<file path="src/cpc_pkg.sv">
package cpc_pkg;

	// Bus widths
	localparam int MEM_ADDR_W = 23;
	localparam int PAGE_W     = 8;  // Expansion page index
	localparam int PAGE_OFS_W = 14; // 16 KB page offset
	localparam int CPU_ADDR_W = 16;
	localparam int MF2_ADDR_W = 13; // 8 KB Multiface RAM

	// Memory pages, upper 9 address bits
	localparam logic [8:0] MAIN_ROM_PAGE_LO     = 9'h000;
	localparam logic [8:0] MAIN_ROM_PAGE_BASIC  = 9'h100;
	localparam logic [8:0] MAIN_ROM_PAGE_AMSDOS = 9'h107;
	localparam logic [8:0] MF2_ROM_PAGE         = 9'h1FF;

	// Pages 0, 7 and 255 are always fitted
	localparam logic [255:0] DEFAULT_ROM_PAGES = (256'd1 << 255) | (256'd1 << 7) | 256'd1;

	// Multiface CPU and port addresses
	localparam logic [15:0] MF2_NMI_ENTRY = 16'h0066;
	localparam logic [15:0] MF2_HIDE_ADDR = 16'h0065;
	localparam logic [15:0] MF2_PORT_BASE = 16'hFEE8; // Bit 1 low enables

	// I/O port high bytes
	localparam logic [7:0] PORT_GA       = 8'h7F;
	localparam logic [7:0] PORT_CRTC_SEL = 8'hBC;
	localparam logic [7:0] PORT_CRTC_VAL = 8'hBD;
	localparam logic [7:0] PORT_PPI_CTRL = 8'hF7;
	localparam logic [7:0] PORT_ROM_SEL  = 8'hDF;

	// Snapshot locations in Multiface RAM
	localparam logic [12:0] SNAP_PEN_IDX   = 13'h1FCF;
	localparam logic [12:0] SNAP_BORDER    = 13'h1FDF;
	localparam logic [12:0] SNAP_PEN_BASE  = 13'h1F90;
	localparam logic [12:0] SNAP_MODE      = 13'h1FEF;
	localparam logic [12:0] SNAP_BANK      = 13'h1FFF;
	localparam logic [12:0] SNAP_CRTC_SEL  = 13'h1CFF;
	localparam logic [12:0] SNAP_CRTC_BASE = 13'h1DB0;
	localparam logic [12:0] SNAP_PPI       = 13'h17FF;
	localparam logic [12:0] SNAP_ROM_SEL   = 13'h1AAC;

endpackage

</file>
<file path="src/rom_loader.sv">
`timescale 1ns/1ps

module rom_loader #(
	parameter int REF_DIV = 16
) (
	input  logic                           clk_sys,
	input  logic                           reset,
	input  logic                           download,
	input  logic                           dl_wr,
	input  logic [24:0]                    dl_addr,
	input  logic [7:0]                     dl_data,
	input  logic [7:0]                     dl_index,
	input  logic [15:0]                    file_ext,
	input  logic                           model,
	output logic                           dl_wait,
	output logic                           boot_we,
	output logic [cpc_pkg::MEM_ADDR_W-1:0] boot_addr,
	output logic [1:0]                     boot_bank,
	output logic [7:0]                     boot_data
);
	import cpc_pkg::*;

	localparam int DIV_W = $clog2(REF_DIV);

	logic [DIV_W-1:0] div_cnt;
	logic             ce_ref;
	logic [PAGE_W:0]  page;      // MSB selects upper memory half
	logic             combo;     // "Z0" file puts the MF2 ROM after the first chunk
	logic             download_q;
	logic [10:0]      chunk;
	logic [4:0]       ext_hi;    // Valid flag and nibble
	logic [4:0]       ext_lo;

	function automatic logic [4:0] hex_digit(input logic [7:0] c);
		if (c >= "0" && c <= "9")
			return {1'b1, c[3:0]};
		if (c >= "A" && c <= "F")
			return {1'b1, c[3:0] + 4'd9};
		return 5'b0;
	endfunction

	assign chunk  = dl_addr[24:PAGE_OFS_W];
	assign ext_hi = hex_digit(file_ext[15:8]);
	assign ext_lo = hex_digit(file_ext[7:0]);

	//////////////////////////////////////////////////
	// Memory clock reference

	always_ff @(posedge clk_sys) begin
		if (reset || div_cnt == DIV_W'(REF_DIV - 1))
			div_cnt <= '0;
		else
			div_cnt <= div_cnt + 1'b1;
	end

	assign ce_ref = (div_cnt == '0);

	//////////////////////////////////////////////////
	// Byte capture and paced write

	always_ff @(posedge clk_sys) begin
		download_q <= download;
		if (reset) begin
			dl_wait <= 1'b0;
			boot_we <= 1'b0;
			combo   <= 1'b0;
			page    <= 9'h1EE;
		end else begin
			if (download && dl_wr) begin
				dl_wait   <= 1'b1;
				boot_data <= dl_data;
				boot_addr[PAGE_OFS_W-1:0] <= dl_addr[PAGE_OFS_W-1:0];
				if (dl_index != 8'd0) begin  // Expansion ROM
					boot_addr[MEM_ADDR_W-1:PAGE_OFS_W] <= {page[PAGE_W],
						page[PAGE_W-1:0] + dl_addr[PAGE_OFS_W+PAGE_W-1:PAGE_OFS_W]};
					boot_bank <= {1'b0, model};
				end else begin
					boot_bank <= {1'b0, chunk[2]};
					case (chunk)
						11'd0, 11'd4: boot_addr[MEM_ADDR_W-1:PAGE_OFS_W] <= MAIN_ROM_PAGE_LO;
						11'd1, 11'd5: boot_addr[MEM_ADDR_W-1:PAGE_OFS_W] <= MAIN_ROM_PAGE_BASIC;
						11'd2, 11'd6: boot_addr[MEM_ADDR_W-1:PAGE_OFS_W] <= MAIN_ROM_PAGE_AMSDOS;
						11'd3, 11'd7: boot_addr[MEM_ADDR_W-1:PAGE_OFS_W] <= MF2_ROM_PAGE;
						default:      dl_wait <= 1'b0; // Beyond the main ROM set
					endcase
				end
			end

			if (ce_ref) begin
				boot_we <= dl_wait;
				if (boot_we && dl_wait) begin  // Write held for one full period
					boot_we <= 1'b0;
					dl_wait <= 1'b0;
					if (combo && &boot_addr[PAGE_OFS_W-1:0]) begin
						combo <= 1'b0;
						page  <= MF2_ROM_PAGE;
					end
				end
			end

			// Page from the file extension
			if (download && !download_q && dl_index != 8'd0) begin
				combo <= 1'b0;
				if (ext_hi[4] && ext_lo[4]) begin
					page <= {1'b1, ext_hi[3:0], ext_lo[3:0]};
				end else if (file_ext == "ZZ") begin
					page <= '0;
				end else if (file_ext == "Z0") begin
					page  <= '0;
					combo <= 1'b1;
				end else begin
					page <= 9'h1EE; // Unused page
				end
			end
		end
	end

	a_wr_while_busy: assert property (@(posedge clk_sys) disable iff (reset)
		download && dl_wr |-> !dl_wait)
		else $error("byte offered while a boot write is pending");

endmodule

</file>
<file path="config.mk">
export PLATFORM = sky130hd
export DESIGN_NAME = rom_loader
export DESIGN_NICKNAME = d
export VERILOG_FILES = /design/src/cpc_pkg.sv /design/src/rom_loader.sv
export SDC_FILE = /design/constraint.sdc
export NUM_CORES = 1
export LEC_CHECK = 0
export ABC_AREA = 1
export BUFFER_PORTS_ARGS = -buffer_cell sky130_fd_sc_hd__buf_2
export CORE_MARGIN = 2
export CORE_UTILIZATION = 45
export DETAILED_ROUTE_END_ITERATION = 6
export PLACE_DENSITY = 0.73
export SYNTH_ARGS = -nofsm -noshare
export SYNTH_HDL_FRONTEND = slang
export SYNTH_SLANG_ARGS = --single-unit
</file>
<file path="constraint.sdc">
create_clock -name clk_sys -period 3.98 [get_ports clk_sys]
set_clock_uncertainty 0.05 [all_clocks]
set_input_delay 0.597 -clock clk_sys [delete_from_list [all_inputs] [get_ports clk_sys]]
set_output_delay 0.597 -clock clk_sys [all_outputs]
set_load 0.005 [all_outputs]
</file>
==> results of run 1 <==
metrics by stage:
| step | util | power [mW] | area (µm²) |
|---|---|---|---|
| 4_1_cts | 0.563 | 1.15 | 3510 |
| 2_1_floorplan | - | 0.742 | 2860 |
| 5_1_grt | 0.563 | 1.20 | 3510 |
| 3_5_place_dp | 0.546 | 0.824 | 3410 |
| 6_report | 0.563 | 1.13 | 3510 |
| 3_3_place_gp | 0.546 | 0.815 | 3410 |
report_power, final:
group / leakage [nW] / switching [mW] / total (mW) / internal, mW
clock network: 0.0536 / 0.158 / 0.321 / 0.163
logic: 1.20 / 0.118 / 0.209 / 0.0909
registers: 0.432 / 0.0203 / 0.602 / 0.582
state kept, by name, summed over array words and instances, names as in the netlist:
name	count
div_cnt	4
boot_data	8
boot_addr	23
page	9
boot_bank	1
dl_wait	1
combo	1
download_q	1
boot_we	1
critical path: stages:
cell and delay, ns:
buf_2 0.09, or2_1 0.22, nor3_1 0.14, nand3_1 0.14, nand2_1 0.10, inv_1 0.05
nor3_1 0.86
area by class of cell:
type,instances,share of cell area
inverter,39,0.0445
tap,77,0.0274
timing repair buffer,95,0.135
sequential,49,0.370
clock buffer,7,0.0278
multi-input combinational,238,0.392
clock inverter,1,0.00249
logic make-up (layout without fill, tap and decap cells):
group | count (synthesis) | in the layout | share of synthesized area
AOI/OAI and AO/OA | 24 | 24 | 0.0490
muxes | 1 | 1 | 0.00350
and+or+nand+nor | 188 | 188 | 0.325
xor gates and xnor gates | 4 | 4 | 0.0122
other | 1 | 1 | 0.00131
DFF | 49 | 49 | 0.455
buffers and inverters | 43 | 142 | 0.0647
adders and majority gates | 20 | 20 | 0.0900
path summary, 6_finish.rpt:
kind,slack [ns],end,cells after the start
worst max register to register,2.17,boot_addr[20],7
worst min register to register,0.43,div_cnt[0],1
worst max-delay path,1.64,boot_addr[21],7
worst min-delay path,0.39,download_q,1
cell usage in the layout, fill, tap and decap left out, drive strengths merged:
master | Yosys | layout
ha | 19 | 19
fa | 1 | 1
nand4 | 8 | 8
nand3b | 1 | 1
a31oi | 1 | 1
nor2 | 29 | 29
mux2i | 1 | 1
dfxtp | 17 | 17
a21oi | 10 | 10
nand2 | 103 | 103
xor2 | 3 | 3
inv | 28 | 28
clkbuf | 0 | 7
clkinv | 11 | 12
conb | 1 | 1
o21a | 1 | 1
buf | 4 | 95
a21o | 1 | 1
xnor2 | 1 | 1
o21ai | 9 | 9
a211oi | 1 | 1
nor3 | 5 | 5
a31o | 1 | 1
nand3 | 38 | 38
or2 | 4 | 4
edfxtp | 32 | 32
routing by layer:
| metal | wire, µm | global-route usage | vias up |
|---|---|---|---|
| met2 | 2850 | 0.303 | 61 |
| met4 | 112 | 0.0587 | 0 |
| li1 | - | - | 1283 |
| met1 | 2440 | 0.192 | 1114 |
| met3 | 268 | 0.0287 | 10 |
| met5 | 0 | 0 | - |
==> impl_metrics.toml, run 1 <==
[run_status]
status = "completed"

[floorplan]
placementRows = 29
start_util = 0.459
die_area_um2 = 7020
core_area_um2 = 6240
io_pins = 97
die_x_um = 83.8
die_h_um = 83.8

[synthesis]
yosysTopAreaCell = "edfxtp_1"
synth_seq_cells = 49
synth_cells = 330
async_flop_share = 0
synth_top_flop_cell = "edfxtp_1"
ys_top_cells_by_count = "nand2_1 (89), edfxtp_1 (32), nand3_1 (32)"
ys_types = 39
synth.most_common_cell = "nand2_1"
avgSynthCellArea_um2 = 8.67
yosysTopAreaCellShare = 0.336
synth_edf_count = 32
yosys_warnings = 0
yosysSeqAreaShare = 0.455
syn_nets = 412
synthesis.area_um2 = 2860
synthTopCellsByArea = "edfxtp_1 (34%), dfxtp_1 (12%), nand2_1 (12%)"

[placed_design]
gp_congestion = 0.795
port_buffers = 95
dpl.cell_count = 498
hpwl_mm = 4.70
pre_cts_ws_ns = 1.28

[worst_setup_path]
crit_start = "dl_addr[23]"
required_ns = 3.84
endpoint_kind = "register"
reg2reg_from = "page[0]"
critPathArrivalTime_ns = 2.21
crit_fanout = 9
path_class = "in2reg"
critPathLaunchType = "input pin"

[cells_and_area]
drive_above_1_share = 0.326
multi_input_area_um2 = 1380
regArea_um2 = 1300
n_antenna_cell = 0
fillerInstances = 580
finalNonFillerCells = 506
nets = 510
area_delta_synth_final_pct = 22.8

[cts]
insertion_delay_ns = 0.30
cts_resized = 0
cts_sinks = 49
cts_tree = "built"
hold_buffers = 0
htree_levels = 2
post-cts-setup-buffer-count = 0
clock_path_buffers = 2
clkSlewWorstSetupHoldPaths_ns = 0.09
cts-root-buf = "clkbuf_8"
cts_inserted_buffers = 5

[global_route]
gr-total-overflow = 0
grt_util_all_layers = 0.165
antenna_found_initial = 0
grt_max_degree = 24
grt_pass1_vias = 2312
grt_first_pass_wirelength_mm = 9.63

[detailed_routing]
drc = 0
wire_per_inst_um = 11.2
antenna_left = 0
vias = 2468
firstDrtPassIters = 4
via_per_inst = 4.88
drt_iter0_markers = 63
totalWireLength_mm = 5.68

[power]
power.density_nw_per_um2 = 322
ir_worst_vdd_uv = 185
p_leak_nw = 1.69

[sta]
max_freq_mhz = 427
setup_violations = 0
setup_tns_ns = 0
rsz0062_at_grt = "no"
final_hold_viol_count = 0
whs_ns = 0.390
period_share = 0.589
min_period_ns = 2.34
worst_pin_slew_ns = 1.13
setup_slack_ns = 1.64
slew_headroom = 0.240
slew_violations = 0

[flow_run]
max_cap_viol_count = 0

[min_path]
hp-class = "in2reg"
min-delay-start = "download"
(Power assumes the default switching activity.)
==> run 2: changes to the inputs <==
--- a/config.mk
+++ b/config.mk
@@ -10,7 +10,7 @@
 export CORE_MARGIN = 2
 export CORE_UTILIZATION = 45
 export DETAILED_ROUTE_END_ITERATION = 6
-export PLACE_DENSITY = 0.73
+export PLACE_DENSITY = 0.76
 export SYNTH_ARGS = -nofsm -noshare
 export SYNTH_HDL_FRONTEND = slang
 export SYNTH_SLANG_ARGS = --single-unit
==> constraint.sdc (replaced) <==
create_clock -name clk_sys -period 2 [get_ports clk_sys]
set_clock_uncertainty 0.05 [all_clocks]
set_input_delay 0.3 -clock clk_sys [delete_from_list [all_inputs] [get_ports clk_sys]]
set_output_delay 0.3 -clock clk_sys [all_outputs]
set_load 0.005 [all_outputs]
==> impl_metrics.toml, run 2 (synthesized netlist as in run 1, its figures left out) <==
[worst_setup_path]
critPathLaunchType = "register"
cp_top_family = "adder cells"
cpMaxStageDelayCell = "fa_1"
endpoint_kind = "register"
required_ns = 2.01
crit_fanout = 4
ff2ff_path_depth = 7
path_cells = "ha_1 > fa_1 > nand4_1 > nand3_1 > or2_1 > nand3_1 > nand2_1"
crit_buf_inv = 0
crit_cells = 7
critPathArrivalTime_ns = 1.83
path_class = "reg2reg"
slowest_delay_ns = 0.45
path_common_cell = "nand3_1"

[sta]
setup_slack_ns = 0.172
setup_tns_ns = 0
max_freq_mhz = 547
min_period_ns = 1.83
final_hold_viol_count = 0
slew_violations = 0
rsz0062_at_grt = "no"
whs_ns = 0.0929
setup_violations = 0
period_share = 0.914

[run_status]
status = "completed"

[flow_run]
max_cap_viol_count = 0

[placed_design]
port_buffers = 95
gp_congestion = 0.898
pre_cts_ws_ns = 0.0860
hpwl_mm = 4.61
dpl.cell_count = 500

[cells_and_area]
fillerInstances = 558
nets = 512
n_antenna_cell = 0
post-route-util = 0.566
finalNonFillerCells = 508
drive_above_1_share = 0.329
area_delta_synth_final_pct = 23.5
final_cell_mix = "buf_2 (95), nand2_1 (89), nand3_1 (32), edfxtp_1 (32), inv_1 (25)"
largest_register = "boot_addr"
largest_register_ffs = 23
mostFrequentLayoutCell = "buf_2"
reg.largest.list = "boot_addr: 23 flops, page: 9 flops, boot_data: 8 flops"

[cts]
cts_tree = "built"
cts-root-buf = "clkbuf_8"
post-cts-setup-buffer-count = 0
clock_path_buffers = 2
hold_buffers = 0
insertion_delay_ns = 0.30
cts_resized = 0
cts_sinks = 49
clkSlewWorstSetupHoldPaths_ns = 0.08
cts_inserted_buffers = 5
htree_levels = 2

[min_path]
hp-class = "in2reg"
min_path_cells = 1

[global_route]
use_met1 = 0.195
grt_util_met3 = 0.0415
grt-busiest-layer = "met2"
grt_first_pass_wirelength_mm = 9.78
grt_max_degree = 24
gr-total-overflow = 0
grt_util_all_layers = 0.169
antenna_found_initial = 0
use_met2 = 0.303
grt_pass1_vias = 2353

[detailed_routing]
drc = 0
vias = 2436
totalWireLength_mm = 5.79
via_per_inst = 4.80
drt_iter0_markers = 70
firstDrtPassIters = 4
wire_per_inst_um = 11.4
antenna_left = 0

[power]
p_leak_nw = 1.70
ir_worst_vdd_uv = 389
power.density_nw_per_um2 = 655

[floorplan]
core_area_um2 = 6240
io_pins = 97
die_x_um = 83.8
die_h_um = 83.8
die_area_um2 = 7020
placementRows = 29
start_util = 0.459
run 2: worst paths after layout:
check | startpoint | endpoint | slack, ns
worst max-delay path | page[0] | boot_addr[20] | 0.17
worst min-delay path | download | download_q | 0.09
worst max register to register | page[0] | boot_addr[20] | 0.17
worst min register to register | div_cnt[0] | div_cnt[0] | 0.42
run 2: final cells by class:
class | count | area [µm²] | share of cell area
inverter | 39 | 156 | 0.0442
clock inverter | 2 | 38.8 | 0.0110
tap | 77 | 96.3 | 0.0273
clock buffer | 6 | 72.6 | 0.0205
sequential | 49 | 1300 | 0.368
multi-input combinational | 238 | 1380 | 0.390
timing repair buffer | 97 | 490 | 0.139
run 2: layer usage:
layer  vias to the layer above  part of all wire
met5                         -                 0
met4                         0            0.0055
met3                         2             0.054
met2                        65              0.51
met1                      1085              0.43
li1                       1284                 -
run 2: power breakdown:
| part | internal (mW) | switching (mW) | total (mW) | leakage (nW) |
|---|---|---|---|---|
| clock | 0.375 | 0.317 | 0.692 | 0.0554 |
| sequential | 1.16 | 0.0430 | 1.20 | 0.432 |
| combinational | 0.183 | 0.240 | 0.422 | 1.21 |
run 2: metrics by stage:
stage / area (µm²) / power (mW)
final: 3530 / 2.32
after global routing: 3530 / 2.44
after CTS: 3530 / 2.34
after detailed placement: 3420 / 1.65
after global placement: 3420 / 1.62
after floorplan: 2860 / 1.48
run 2: worst reg2reg max path: stages (launching register included):
cell and delay, ns:
dfxtp_1 0.32, ha_1 0.22, fa_1 0.45, nand4_1 0.12, nand3_1 0.09, or2_1 0.23, nand3_1 0.07, nand2_1 0.04
==> run 3: changes to the inputs <==
--- a/config.mk
+++ b/config.mk
@@ -11,6 +11,7 @@
 export CORE_UTILIZATION = 45
 export DETAILED_ROUTE_END_ITERATION = 6
 export PLACE_DENSITY = 0.76
+export RECOVER_POWER = 50
 export SYNTH_ARGS = -nofsm -noshare
 export SYNTH_HDL_FRONTEND = slang
 export SYNTH_SLANG_ARGS = --single-unit
==> impl_metrics.toml, run 3 (synthesized netlist as in run 1, its figures left out) <==
[floorplan]
die_h_um = 83.8
die_x_um = 83.8
core_area_um2 = 6240
io_pins = 97
placementRows = 29
start_util = 0.459
die_area_um2 = 7020

[sta]
setup_violations = 0
setup_tns_ns = 0
final_hold_viol_count = 0
period_share = 0.914
slew_violations = 0
worst_pin_slew_ns = 0.552
rsz0062_at_grt = "no"
min_period_ns = 1.83
slew_headroom = 0.632
max_freq_mhz = 547

[detailed_routing]
totalWireLength_mm = 5.80
drc = 0
firstDrtPassIters = 4
wire_per_inst_um = 11.4
vias = 2434
antenna_left = 0
via_per_inst = 4.79
drt_iter0_markers = 71

[power]
power.density_nw_per_um2 = 656
ir_worst_vdd_uv = 389
power_mw = 2.32
p_leak_nw = 1.69

[worst_setup_path]
required_ns = 2.01
crit_start = "page[0]"
critPathLaunchType = "register"
rrSetupSlack_ns = 0.17
ff2ff_path_depth = 7
cpMaxStageDelayCell = "fa_1"
path_cells = "ha_1 > fa_1 > nand4_1 > nand3_1 > or2_1 > nand3_1 > nand2_1"
reg2reg_from = "page[0]"
endpoint_kind = "register"
crit_end = "boot_addr[20]"
r2r_end = "boot_addr[20]"
path_class = "reg2reg"
path_common_cell = "nand3_1"
critPathArrivalTime_ns = 1.83
slowest_delay_ns = 0.45
crit_fanout = 4

[cells_and_area]
largest_register_ffs = 23
reg.largest.list = "boot_addr: 23 flops, page: 9 flops, boot_data: 8 flops"
largest_register = "boot_addr"
drive_above_1_share = 0.323
mostFrequentLayoutCell = "buf_2"
area_delta_synth_final_pct = 23.3
post-route-util = 0.565
final_area_um2 = 3530
n_antenna_cell = 0
final_cell_mix = "buf_2 (92), nand2_1 (89), nand3_1 (32), edfxtp_1 (32), inv_1 (25)"
nets = 512

[flow_run]
max_cap_viol_count = 0

[placed_design]
gp_congestion = 0.898
port_buffers = 95
hpwl_mm = 4.61
placed_cell_area_um2 = 3420

[cts]
clock_path_buffers = 2
cts_resized = 0
clkSlewWorstSetupHoldPaths_ns = 0.09
cts-root-buf = "clkbuf_8"
cts_sinks = 49
htree_levels = 2
cts_tree = "built"
insertion_delay_ns = 0.30
cts_inserted_buffers = 5
post-cts-setup-buffer-count = 0
hold_buffers = 0

[global_route]
gr-total-overflow = 0
grt_first_pass_wirelength_mm = 9.78
grt_max_degree = 24
antenna_found_initial = 0
grt_pass1_vias = 2353
grt_util_all_layers = 0.169

[run_status]
status = "completed"

[min_path]
hp-class = "in2reg"
min-delay-start = "download"
[run 3: critical path: cells and delay by family (launching register included)]
kind / cells / cell delay, ns
adder cells (fa/ha/maj): 2 / 0.67
AND/OR/NAND/NOR: 5 / 0.55
flip-flops: 1 / 0.32
[run 3: final cells by class]
type	count	area [µm²]
clock inverters	2	38.8
multi-input cells	238	1380
clock buffers	6	72.6
flip-flops and latches	49	1300
repair buffers	97	484
inverters	39	156
fillers	560	2710
well taps	77	96.3
[run 3: how the worst min path moves through the flow]
| stage | endpoint | slack, ns | cells after the start |
|---|---|---|---|
| CTS | download_q | 0.08 | 1 |
| floorplan | download_q | 0.28 | 0 |
| global route | boot_addr[8] | 0.1 | 1 |
| finish | download_q | 0.12 | 1 |
| global placement | div_cnt[0] | 0.39 | 1 |
| detailed placement | download_q | 0.40 | 1 |
[run 3: power by group]
part	total [mW]	internal (mW)	leakage, nW	switching, mW
Combinational	0.421	0.181	1.20	0.240
Clock	0.693	0.375	0.0554	0.318
Sequential	1.20	1.16	0.432	0.0431
Total	2.32	1.71	1.69	0.600
[run 3: per-stage QoR]
step / std cells / worst slack, ns / hold WS (ns)
2_1_floorplan: 330 / 0.0456 / 0.278
3_3_place_gp: 500 / 0.118 / 0.392
3_5_place_dp: 500 / 0.0860 / 0.398
4_1_cts: 508 / 0.181 / 0.0798
5_1_grt: 508 / 0.0961 / 0.0974
6_report: 508 / 0.172 / 0.118
[run 3: routing by layer]
metal | GRT usage | up-vias | wire [µm]
met5 | 0 | - | 0
met4 | 0.0601 | 0 | 32
met3 | 0.0415 | 2 | 296
met2 | 0.303 | 59 | 2970
met1 | 0.195 | 1089 | 2500
li1 | - | 1284 | -
